**config.mk**
```make
export PLATFORM = sky130hd
export DESIGN_NAME = cpu_top
export DESIGN_NICKNAME = d
export VERILOG_FILES = /design/src/logic/cpu_pkg.sv /design/src/logic/alu.sv /design/src/logic/reg_file.sv /design/src/logic/instr_decode.sv /design/src/logic/mem_port.sv /design/src/logic/core_control.sv /design/src/logic/cpu_top.sv
export VERILOG_INCLUDE_DIRS = /design/src /design/src/logic
export SDC_FILE = /design/constraint.sdc
export NUM_CORES = 2
export LEC_CHECK = 0
export ABC_AREA = 1
export BUFFER_PORTS_ARGS = -buffer_cell sky130_fd_sc_hd__buf_2
export CAP_MARGIN = 0
export CELL_PAD_IN_SITES_DETAIL_PLACEMENT = 1
export CELL_PAD_IN_SITES_GLOBAL_PLACEMENT = 2
export CORE_UTILIZATION = 36
export CTS_CLUSTER_SIZE = 40
export DETAILED_ROUTE_END_ITERATION = 10
export PLACE_DENSITY = 0.88
export SETUP_SLACK_MARGIN = 0.4
export SLEW_MARGIN = 30
export SYNTH_ARGS = -nofsm -noshare
export SYNTH_HDL_FRONTEND = slang
export SYNTH_HIERARCHICAL = 1
export SYNTH_SLANG_ARGS = --single-unit
```
**constraint.sdc**
```tcl
create_clock -name clk_in -period 4.86 [get_ports clk_in]
set_input_delay 0.486 -clock clk_in [delete_from_list [all_inputs] [get_ports clk_in]]
set_output_delay 0.486 -clock clk_in [all_outputs]
set_load 0.01 [all_outputs]
```
**src/logic/cpu_settings.svh**
```systemverilog
// ~~~~~~~~~~~~~~~~~~~~~~~~~~~
// core-wide sizes, reset pc and memory timing
// include wherever one of the macros is used
// ~~~~~~~~~~~~~~~~~~~~~~~~~~~
`ifndef CPU_SETTINGS_SVH
`define CPU_SETTINGS_SVH

// register and data width
`define XLEN 32

// byte address width of the memory bus
`define ADDR_W 18

// general registers, x0 included
`define NUM_REGS 32

// first fetch address
`define RESET_PC 32'h0000_0000

// edges from driving a read address to sampling its byte
`define READ_LATENCY 2

// a write here ends a program
`define HALT_ADDR 18'h30004

`endif

```
**src/logic/cpu_pkg.sv**
```systemverilog
// ~~~~~~~~~~~~~~~~~~~~~~~~~~~
// instruction formats, decode result and memory request types
// ~~~~~~~~~~~~~~~~~~~~~~~~~~~
`include "cpu_settings.svh"

package cpu_pkg;

	typedef struct packed {
		logic [6:0] funct7;
		logic [4:0] rs2;
		logic [4:0] rs1;
		logic [2:0] funct3;
		logic [4:0] rd;
		logic [6:0] opcode;
	} r_fmt_t;

	typedef struct packed {
		logic [11:0] imm;
		logic [4:0]  rs1;
		logic [2:0]  funct3;
		logic [4:0]  rd;
		logic [6:0]  opcode;
	} i_fmt_t;

	typedef struct packed {
		logic [6:0] imm_hi;
		logic [4:0] rs2;
		logic [4:0] rs1;
		logic [2:0] funct3;
		logic [4:0] imm_lo;
		logic [6:0] opcode;
	} s_fmt_t;

	// branch offset bits are scattered, bit 0 implied zero
	typedef struct packed {
		logic       imm_12;
		logic [5:0] imm_10_5;
		logic [4:0] rs2;
		logic [4:0] rs1;
		logic [2:0] funct3;
		logic [3:0] imm_4_1;
		logic       imm_11;
		logic [6:0] opcode;
	} b_fmt_t;

	typedef struct packed {
		logic [19:0] imm;
		logic [4:0]  rd;
		logic [6:0]  opcode;
	} u_fmt_t;

	typedef struct packed {
		logic       imm_20;
		logic [9:0] imm_10_1;
		logic       imm_11;
		logic [7:0] imm_19_12;
		logic [4:0] rd;
		logic [6:0] opcode;
	} j_fmt_t;

	// one fetched word, read through whichever format applies
	typedef union packed {
		r_fmt_t r;
		i_fmt_t i;
		s_fmt_t s;
		b_fmt_t b;
		u_fmt_t u;
		j_fmt_t j;
	} instr_u;

	typedef enum logic [3:0] {
		cls_lui, cls_auipc, cls_jal, cls_jalr, cls_branch,
		cls_load, cls_store, cls_op_imm, cls_op_reg, cls_illegal
	} op_class_e;

	typedef enum logic [3:0] {
		alu_add, alu_sub, alu_sll, alu_srl, alu_sra,
		alu_and, alu_or, alu_xor, alu_slt, alu_sltu
	} alu_op_e;

	typedef enum logic [1:0] {
		mem_byte, mem_half, mem_word
	} mem_size_e;

	typedef struct packed {
		op_class_e        op_class;
		logic [4:0]       rd;
		logic [4:0]       rs1;
		logic [4:0]       rs2;
		logic [2:0]       funct3;
		logic [`XLEN-1:0] imm;
		alu_op_e          alu_op;
	} dec_t;

	typedef struct packed {
		logic               write;
		mem_size_e          size;
		logic [`ADDR_W-1:0] addr;
		logic [`XLEN-1:0]   wdata;
	} mem_req_t;

endpackage

```
**src/logic/alu.sv**
```systemverilog
// ~~~~~~~~~~~~~~~~~~~~~~~~~~~
// integer operations and branch condition
// ~~~~~~~~~~~~~~~~~~~~~~~~~~~
`include "cpu_settings.svh"

module alu import cpu_pkg::*; (
	input  logic [`XLEN-1:0] a,
	input  logic [`XLEN-1:0] b,
	input  alu_op_e          op,
	input  logic [2:0]       funct3,
	output logic [`XLEN-1:0] result,
	output logic             branch_taken
);

	logic [4:0] shamt;
	logic       eq;
	logic       lt;
	logic       ltu;

	assign shamt = b[4:0];
	assign eq = (a == b);
	assign lt = ($signed(a) < $signed(b));
	assign ltu = (a < b);

	always_comb begin
		case (op)
			alu_add:  result = a + b;
			alu_sub:  result = a - b;
			alu_sll:  result = a << shamt;
			alu_srl:  result = a >> shamt;
			alu_sra:  result = $unsigned($signed(a) >>> shamt);
			alu_and:  result = a & b;
			alu_or:   result = a | b;
			alu_xor:  result = a ^ b;
			alu_slt:  result = `XLEN'(lt);
			alu_sltu: result = `XLEN'(ltu);
			default:  result = a + b;
		endcase
	end

	// beq bne blt bge bltu bgeu
	always_comb begin
		case (funct3)
			3'b000:  branch_taken = eq;
			3'b001:  branch_taken = !eq;
			3'b100:  branch_taken = lt;
			3'b101:  branch_taken = !lt;
			3'b110:  branch_taken = ltu;
			3'b111:  branch_taken = !ltu;
			default: branch_taken = 1'b0;
		endcase
	end

endmodule

```
**src/logic/reg_file.sv**
```systemverilog
// ~~~~~~~~~~~~~~~~~~~~~~~~~~~
// general registers, two read ports and one write port
// ~~~~~~~~~~~~~~~~~~~~~~~~~~~
`include "cpu_settings.svh"

module reg_file (
	input  logic             clk_in,
	input  logic             rdy_in,
	input  logic [4:0]       rs1_addr,
	input  logic [4:0]       rs2_addr,
	input  logic             we,
	input  logic [4:0]       wr_addr,
	input  logic [`XLEN-1:0] wr_data,
	output logic [`XLEN-1:0] rs1_data,
	output logic [`XLEN-1:0] rs2_data
);

	logic [`XLEN-1:0] regs [`NUM_REGS];

	// x0 is never written
	always_ff @(posedge clk_in) begin
		if (rdy_in && we && (wr_addr != 5'd0))
			regs[wr_addr] <= wr_data;
	end

	assign rs1_data = (rs1_addr == 5'd0) ? '0 : regs[rs1_addr];
	assign rs2_data = (rs2_addr == 5'd0) ? '0 : regs[rs2_addr];

endmodule

```
**src/logic/instr_decode.sv**
```systemverilog
// ~~~~~~~~~~~~~~~~~~~~~~~~~~~
// combinational decode of one instruction word
// ~~~~~~~~~~~~~~~~~~~~~~~~~~~
`include "cpu_settings.svh"

module instr_decode import cpu_pkg::*; (
	input  instr_u instr,
	output dec_t   dec
);

	logic [`XLEN-1:0] imm_i;

	function automatic alu_op_e map_alu(input logic [2:0] f3, input logic alt);
		case (f3)
			3'b000:  return alt ? alu_sub : alu_add;
			3'b001:  return alu_sll;
			3'b010:  return alu_slt;
			3'b011:  return alu_sltu;
			3'b100:  return alu_xor;
			3'b101:  return alt ? alu_sra : alu_srl;
			3'b110:  return alu_or;
			default: return alu_and;
		endcase
	endfunction

	assign imm_i = {{(`XLEN-12){instr.i.imm[11]}}, instr.i.imm};

	always_comb begin
		dec.op_class = cls_illegal;
		dec.rd = instr.r.rd;
		dec.rs1 = instr.r.rs1;
		dec.rs2 = instr.r.rs2;
		dec.funct3 = instr.r.funct3;
		dec.imm = '0;
		dec.alu_op = alu_add;
		case (instr.r.opcode)
			7'b0110111: begin
				dec.op_class = cls_lui;
				dec.imm = {instr.u.imm, 12'b0};
			end
			7'b0010111: begin
				dec.op_class = cls_auipc;
				dec.imm = {instr.u.imm, 12'b0};
			end
			7'b1101111: begin
				dec.op_class = cls_jal;
				dec.imm = {{(`XLEN-20){instr.j.imm_20}}, instr.j.imm_19_12,
					instr.j.imm_11, instr.j.imm_10_1, 1'b0};
			end
			7'b1100111: begin
				dec.op_class = cls_jalr;
				dec.imm = imm_i;
			end
			7'b1100011: begin
				dec.op_class = cls_branch;
				dec.imm = {{(`XLEN-12){instr.b.imm_12}}, instr.b.imm_11,
					instr.b.imm_10_5, instr.b.imm_4_1, 1'b0};
				// bltu and bgeu compare unsigned
				dec.alu_op = instr.b.funct3[1] ? alu_sltu : alu_slt;
			end
			7'b0000011: begin
				dec.op_class = cls_load;
				dec.imm = imm_i;
			end
			7'b0100011: begin
				dec.op_class = cls_store;
				dec.imm = {{(`XLEN-12){instr.s.imm_hi[6]}}, instr.s.imm_hi, instr.s.imm_lo};
			end
			7'b0010011: begin
				dec.op_class = cls_op_imm;
				dec.imm = imm_i;
				// bit 30 only selects sra here, addi has no subtract form
				dec.alu_op = map_alu(instr.i.funct3,
					(instr.i.funct3 == 3'b101) && instr.r.funct7[5]);
			end
			7'b0110011: begin
				dec.op_class = cls_op_reg;
				dec.alu_op = map_alu(instr.r.funct3, instr.r.funct7[5]);
			end
			default: dec.op_class = cls_illegal;
		endcase
	end

endmodule

```
**src/logic/mem_port.sv**
```systemverilog
// ~~~~~~~~~~~~~~~~~~~~~~~~~~~
// byte-serial memory engine, one request at a time
// ~~~~~~~~~~~~~~~~~~~~~~~~~~~
`include "cpu_settings.svh"

module mem_port import cpu_pkg::*; (
	input  logic               clk_in,
	input  logic               rst_in,
	input  logic               rdy_in,
	input  mem_req_t           req,
	input  logic               req_valid,
	input  logic [7:0]         mem_din,
	output logic [7:0]         mem_dout,
	output logic [`ADDR_W-1:0] mem_a,
	output logic               mem_wr,
	output logic [`XLEN-1:0]   rdata,
	output logic               done
);

	logic                     busy;
	logic                     is_write;
	logic [2:0]               nbytes;
	logic [2:0]               issued;
	logic [2:0]               sampled;
	logic [`ADDR_W-1:0]       base;
	logic [`XLEN-1:0]         wdata;
	logic [`READ_LATENCY-1:0] in_flight;
	logic [2:0]               req_bytes;
	logic                     issue_more;
	logic                     issue_rd;
	logic                     sample_now;

	always_comb begin
		case (req.size)
			mem_byte: req_bytes = 3'd1;
			mem_half: req_bytes = 3'd2;
			default:  req_bytes = 3'd4;
		endcase
	end

	assign issue_more = busy && (issued != nbytes);
	assign issue_rd = (req_valid && !req.write) || (issue_more && !is_write);
	// one bit per read address still waiting for its byte
	assign sample_now = in_flight[`READ_LATENCY-1];

	always_ff @(posedge clk_in) begin
		if (rst_in) begin
			busy <= 1'b0;
			done <= 1'b0;
			mem_wr <= 1'b0;
			mem_a <= '0;
			in_flight <= '0;
		end else if (rdy_in) begin
			done <= 1'b0;
			in_flight <= {in_flight[`READ_LATENCY-2:0], issue_rd};
			if (req_valid) begin
				// first byte goes out in the same cycle the request is taken
				busy <= 1'b1;
				is_write <= req.write;
				nbytes <= req_bytes;
				base <= req.addr;
				wdata <= req.wdata;
				issued <= 3'd1;
				sampled <= 3'd0;
				rdata <= '0;
				mem_a <= req.addr;
				mem_wr <= req.write;
				mem_dout <= req.wdata[7:0];
			end else if (issue_more) begin
				issued <= issued + 3'd1;
				mem_a <= base + `ADDR_W'(issued);
				mem_wr <= is_write;
				mem_dout <= wdata[8*issued[1:0] +: 8];
			end else if (busy && is_write) begin
				// last write byte was taken at this edge
				mem_wr <= 1'b0;
				busy <= 1'b0;
				done <= 1'b1;
			end
			if (sample_now) begin
				rdata[8*sampled[1:0] +: 8] <= mem_din;
				sampled <= sampled + 3'd1;
				if (sampled == nbytes - 3'd1) begin
					busy <= 1'b0;
					done <= 1'b1;
				end
			end
		end
	end

endmodule

```
**src/logic/core_control.sv**
```systemverilog
// ~~~~~~~~~~~~~~~~~~~~~~~~~~~
// pc, instruction register and the per-instruction sequencer
// ~~~~~~~~~~~~~~~~~~~~~~~~~~~
`include "cpu_settings.svh"

module core_control import cpu_pkg::*; (
	input  logic             clk_in,
	input  logic             rst_in,
	input  logic             rdy_in,
	input  dec_t             dec,
	input  logic [`XLEN-1:0] rs1_data,
	input  logic [`XLEN-1:0] rs2_data,
	input  logic [`XLEN-1:0] alu_result,
	input  logic             branch_taken,
	input  logic [`XLEN-1:0] rdata,
	input  logic             done,
	output instr_u           instr,
	output logic             rd_we,
	output logic [4:0]       rd_addr,
	output logic [`XLEN-1:0] rd_data,
	output logic [`XLEN-1:0] alu_a,
	output logic [`XLEN-1:0] alu_b,
	output alu_op_e          alu_op,
	output mem_req_t         req,
	output logic             req_valid
);

	typedef enum logic [2:0] {
		st_fetch, st_decode, st_execute, st_memory, st_writeback
	} state_e;

	state_e           state;
	logic             booted;
	logic [`XLEN-1:0] pc;
	logic [`XLEN-1:0] npc;
	logic [`XLEN-1:0] rs1_q;
	logic [`XLEN-1:0] rs2_q;
	logic [`XLEN-1:0] pc_plus4;
	logic [`XLEN-1:0] target;
	logic [`XLEN-1:0] load_val;

	assign pc_plus4 = pc + `XLEN'(4);

	// lui adds its immediate to zero, auipc to the instruction's pc
	assign alu_a = (dec.op_class == cls_lui) ? '0 :
		(dec.op_class == cls_auipc) ? pc : rs1_q;
	assign alu_b = (dec.op_class inside {cls_op_reg, cls_branch}) ? rs2_q : dec.imm;
	assign alu_op = dec.alu_op;

	always_comb begin
		case (dec.op_class)
			cls_jal:    target = pc + dec.imm;
			cls_jalr:   target = alu_result & ~`XLEN'(1);
			cls_branch: target = branch_taken ? pc + dec.imm : pc_plus4;
			default:    target = pc_plus4;
		endcase
	end

	// unused bytes of rdata arrive as zero, so zero-extension is free
	always_comb begin
		case (dec.funct3)
			3'b000:  load_val = {{(`XLEN-8){rdata[7]}}, rdata[7:0]};
			3'b001:  load_val = {{(`XLEN-16){rdata[15]}}, rdata[15:0]};
			default: load_val = rdata;
		endcase
	end

	assign rd_we = (state == st_writeback);
	assign rd_addr = dec.rd;

	task automatic start_fetch(input logic [`XLEN-1:0] addr);
		pc <= addr;
		req.write <= 1'b0;
		req.size <= mem_word;
		req.addr <= addr[`ADDR_W-1:0];
		req_valid <= 1'b1;
		state <= st_fetch;
	endtask

	always_ff @(posedge clk_in) begin
		if (rst_in) begin
			state <= st_fetch;
			booted <= 1'b0;
			pc <= `RESET_PC;
			req_valid <= 1'b0;
		end else if (rdy_in) begin
			req_valid <= 1'b0;
			case (state)
				st_fetch: begin
					// first fetch after reset has no preceding transition
					if (!booted) begin
						booted <= 1'b1;
						start_fetch(pc);
					end else if (done) begin
						instr <= rdata;
						state <= st_decode;
					end
				end
				st_decode: begin
					rs1_q <= rs1_data;
					rs2_q <= rs2_data;
					state <= st_execute;
				end
				st_execute: begin
					npc <= target;
					rd_data <= (dec.op_class inside {cls_jal, cls_jalr}) ? pc_plus4 : alu_result;
					case (dec.op_class)
						cls_load, cls_store: begin
							req.write <= (dec.op_class == cls_store);
							req.size <= (dec.funct3[1:0] == 2'b00) ? mem_byte :
								(dec.funct3[1:0] == 2'b01) ? mem_half : mem_word;
							req.addr <= alu_result[`ADDR_W-1:0];
							req.wdata <= rs2_q;
							req_valid <= 1'b1;
							state <= st_memory;
						end
						// illegal words fall through as a no-op
						cls_branch, cls_illegal: start_fetch(target);
						default: state <= st_writeback;
					endcase
				end
				st_memory: begin
					if (done) begin
						rd_data <= load_val;
						if (dec.op_class == cls_store)
							start_fetch(npc);
						else
							state <= st_writeback;
					end
				end
				st_writeback: start_fetch(npc);
			endcase
		end
	end

endmodule

```
**src/logic/cpu_top.sv**
```systemverilog
// ~~~~~~~~~~~~~~~~~~~~~~~~~~~
// multi-cycle RV32I core on a byte-wide memory bus
// ~~~~~~~~~~~~~~~~~~~~~~~~~~~
`include "cpu_settings.svh"

module cpu_top import cpu_pkg::*; (
	input  logic               clk_in,
	input  logic               rst_in,
	input  logic               rdy_in,
	input  logic [7:0]         mem_din,
	output logic [7:0]         mem_dout,
	output logic [`ADDR_W-1:0] mem_a,
	output logic               mem_wr
);

	instr_u           instr;
	dec_t             dec;
	logic [`XLEN-1:0] rs1_data;
	logic [`XLEN-1:0] rs2_data;
	logic             rd_we;
	logic [4:0]       rd_addr;
	logic [`XLEN-1:0] rd_data;
	logic [`XLEN-1:0] alu_a;
	logic [`XLEN-1:0] alu_b;
	alu_op_e          alu_op;
	logic [`XLEN-1:0] alu_result;
	logic             branch_taken;
	mem_req_t         req;
	logic             req_valid;
	logic [`XLEN-1:0] rdata;
	logic             done;

	// port names of the sequencer match the nets here
	core_control core_control_i (.*);

	instr_decode instr_decode_i (
		.instr (instr),
		.dec   (dec)
	);

	reg_file reg_file_i (
		.clk_in   (clk_in),
		.rdy_in   (rdy_in),
		.rs1_addr (dec.rs1),
		.rs2_addr (dec.rs2),
		.we       (rd_we),
		.wr_addr  (rd_addr),
		.wr_data  (rd_data),
		.rs1_data (rs1_data),
		.rs2_data (rs2_data)
	);

	alu alu_i (
		.a            (alu_a),
		.b            (alu_b),
		.op           (alu_op),
		.funct3       (dec.funct3),
		.result       (alu_result),
		.branch_taken (branch_taken)
	);

	mem_port mem_port_i (.*);

endmodule

```
==> metrics.yaml <==
status: "finished with violations"
violations: "setup timing"
clockBufferDepth: 3
gp_congestion: 1.03
yosysSeqAreaShare_pct: 50.5
cts.sinks: 1397
grt_pass1_vias: 83691
met1Wirelength_um: 159000
skew_ns: 0.102
final_cell_mix: "3,232 x nand2_1, 1,368 x nand3_1, 1,337 x edfxtp_1, 1,074 x nor2_1, 923 x buf_4"
die_y_um: 479
area_delta_synth_final_pct: 23.8
clk_latency_ns: 0.86
holdWs_ns: 0.0690
multi_input_area_mm2: 0.0385
crit_top_cell: "buf_6"
hold_class: "input port to flop"
regArea_mm2: 0.0413
ios: 38
setup_ws_ns: -0.255
wl_um: 410000
track_usage_pct: 34.8
grt_max_degree: 166
slew_headroom_pct: 28.1
drc: 0
maxCapViolCount: 0
path_clk_slew_ns: 0.06
vias_per_cell: 5.82
synth_area_leaders: "edfxtp_1 49%, nand2_1 15%, nand3_1 8.8%, nor2_1 5.4%, o21ai_0 3.7%"
core_area_mm2: 0.226
cp_max_fo: 8
numPortBuffers: 37
cts_made_buffers: 162
antenna_found_initial: 26
hpwlAfterDp_um: 281000
pwr_density_cell_mw_per_mm2: 269
criticalPathCategory: "flop to flop"
fp.dieW_um: 479
timing.final.max_slew_violations: 0
layout-drive-gt1-share_pct: 18.9
fin_tns_setup_ns: -9.55
rsz0062_at_grt: "true"
crit_buf_inv: 13
wire_per_inst_um: 28.9
synth_cell_type_count: 66
syn_avg_cell_area_um2: 7.93
top_layer_used: "met5"
critPathMaxStageDelay_ns: 0.42
dr_wl_met3_um: 32700
fmax_mhz: 195
wl_met2_um: 189000
worst_path_max_delay_cell: "edfxtp_1"
fill_cells: 26787
cp-start-kind: "flop"
ys.flop_type: "edfxtp_1"
cts_root_buf: "clkbuf_16"
critPathTopFamily: "simple AND/OR/NAND/NOR gates"
layout.nets: 11200
start_util_pct: 36.3
top_regs: "reg_file_i/regs (1024), core_control_i/req (53)"
overflow: 0
ys_ff_latch: 1397
worst_pin_slew_ns: 1.07
final_common_cell: "nand2_1"
first_pass_iters: 6
required_ns: 5.59
critical_path_depth: 36
hold_buffers: 0
via_count: 82586
min_period_ns: 5.12
drtAntennaViolNets: 0
setup_viol: 78
synth_edf_count: 1337
reg2reg_depth: 36
ir_drop_mv: 0.376
synth_warnings: 6
cp-end-kind: "flop"
yosys.area.top_type: "edfxtp_1"
synth_area_mm2: 0.0819
top_register: "reg_file_i/regs"
dieArea_mm2: 0.229
synth_top_area_share_pct: 49.0
grt_pass1_wl_um: 583000
p_leak_nw: 41.6
post-route-period-util_pct: 105
cts.htree.levels: 4
hold-path-cell-count: 2
hold_viol_final: 0
arrival_ns: 5.85
synth_cells: 10325
async_reset_ff_share_pct: 0
largest_register_ffs: 1024
drtIter0Drc: 8494
tritoncts: "yes"
rows: 174
[path summary, 6_finish.rpt]
| path | slack [ns] | start | to |
|---|---|---|---|
| min | 0.07 | rst_in | core_control_i/pc[27] |
| max | -0.26 | core_control_i/instr[2] | core_control_i/pc[25] |
| min reg2reg | 0.42 | core_control_i/req[23] | mem_port_i/wdata[23] |
| max reg2reg | -0.26 | core_control_i/instr[2] | core_control_i/pc[25] |
[per-stage QoR]
stage	total power, mW	std cells	util [%]	instance area [um^2]	worst slack, ns
2_1_floorplan	14.1	10356	-	82200	0.400
3_3_place_gp	14.7	13757	40.7	91800	-0.724
3_5_place_dp	14.8	13777	40.8	92000	-0.696
4_1_cts	27.4	14143	44.3	99900	-0.113
5_1_grt	27.9	14175	45.0	101000	-0.383
6_report	27.3	14184	45.0	101000	-0.255
[cells by family (layout without fill, tap and decap cells)]
family / Yosys count / in the layout / synth area share, %
compound gates: 1313 / 1313 / 8.71
xor+xnor: 39 / 39 / 0.417
fa+ha+maj: 144 / 144 / 2.24
buf+inv: 1201 / 2027 / 6.26
flops: 1397 / 1397 / 50.5
mux: 36 / 36 / 0.489
other cells: 1 / 42 / 0.00458
simple gates: 6194 / 6194 / 31.4
[routing by layer]
metal  GRT usage, %  up-vias
li1               -    36161
met1           43.5    41418
met2           55.9     3941
met3           5.73     1052
met4           22.2       14
met5              0        -
[area by class of cell]
cell class	instances	share of cell area (%)
sequential	1397	40.8
multi-input combinational	7758	37.9
timing repair buffer	1150	10.0
clock buffer	200	4.18
tap	2992	3.69
inverter	576	2.23
clock inverter	101	1.17
antenna	10	0.0247
[report_power, final]
group	switching, mW	internal, mW
logic	0.880	0.407
registers	0.151	13.2
clock network	5.47	7.18
[repair_timing]
item / 4_1_cts / 5_1_grt
gates cloned: 6 / 1
pin swaps: 102 / 76
resized for setup: 464 / 340
buffers inserted: 59 / 27
setup endpoints to repair: 114 / 114
[Yosys cell counts (21+ instances only)]
cell      instances
a31oi_1          26
inv_1           535
buf_2           266
nor2_1         1178
nor3_1           57
nand3_1        1444
ha_1            140
o21ai_0         611
mux2_2           32
buf_4            41
edfxtp_1       1337
nand2_1        3329
clkbuf_1        237
buf_1            63
nand2_2          21
nand4_1          57
o211ai_1         26
a21oi_1         457
xor2_1           22
dfxtp_1          60
o21ai_1          30
inv_2            34
o22ai_1          49
Power figures use the tool's default switching activity.
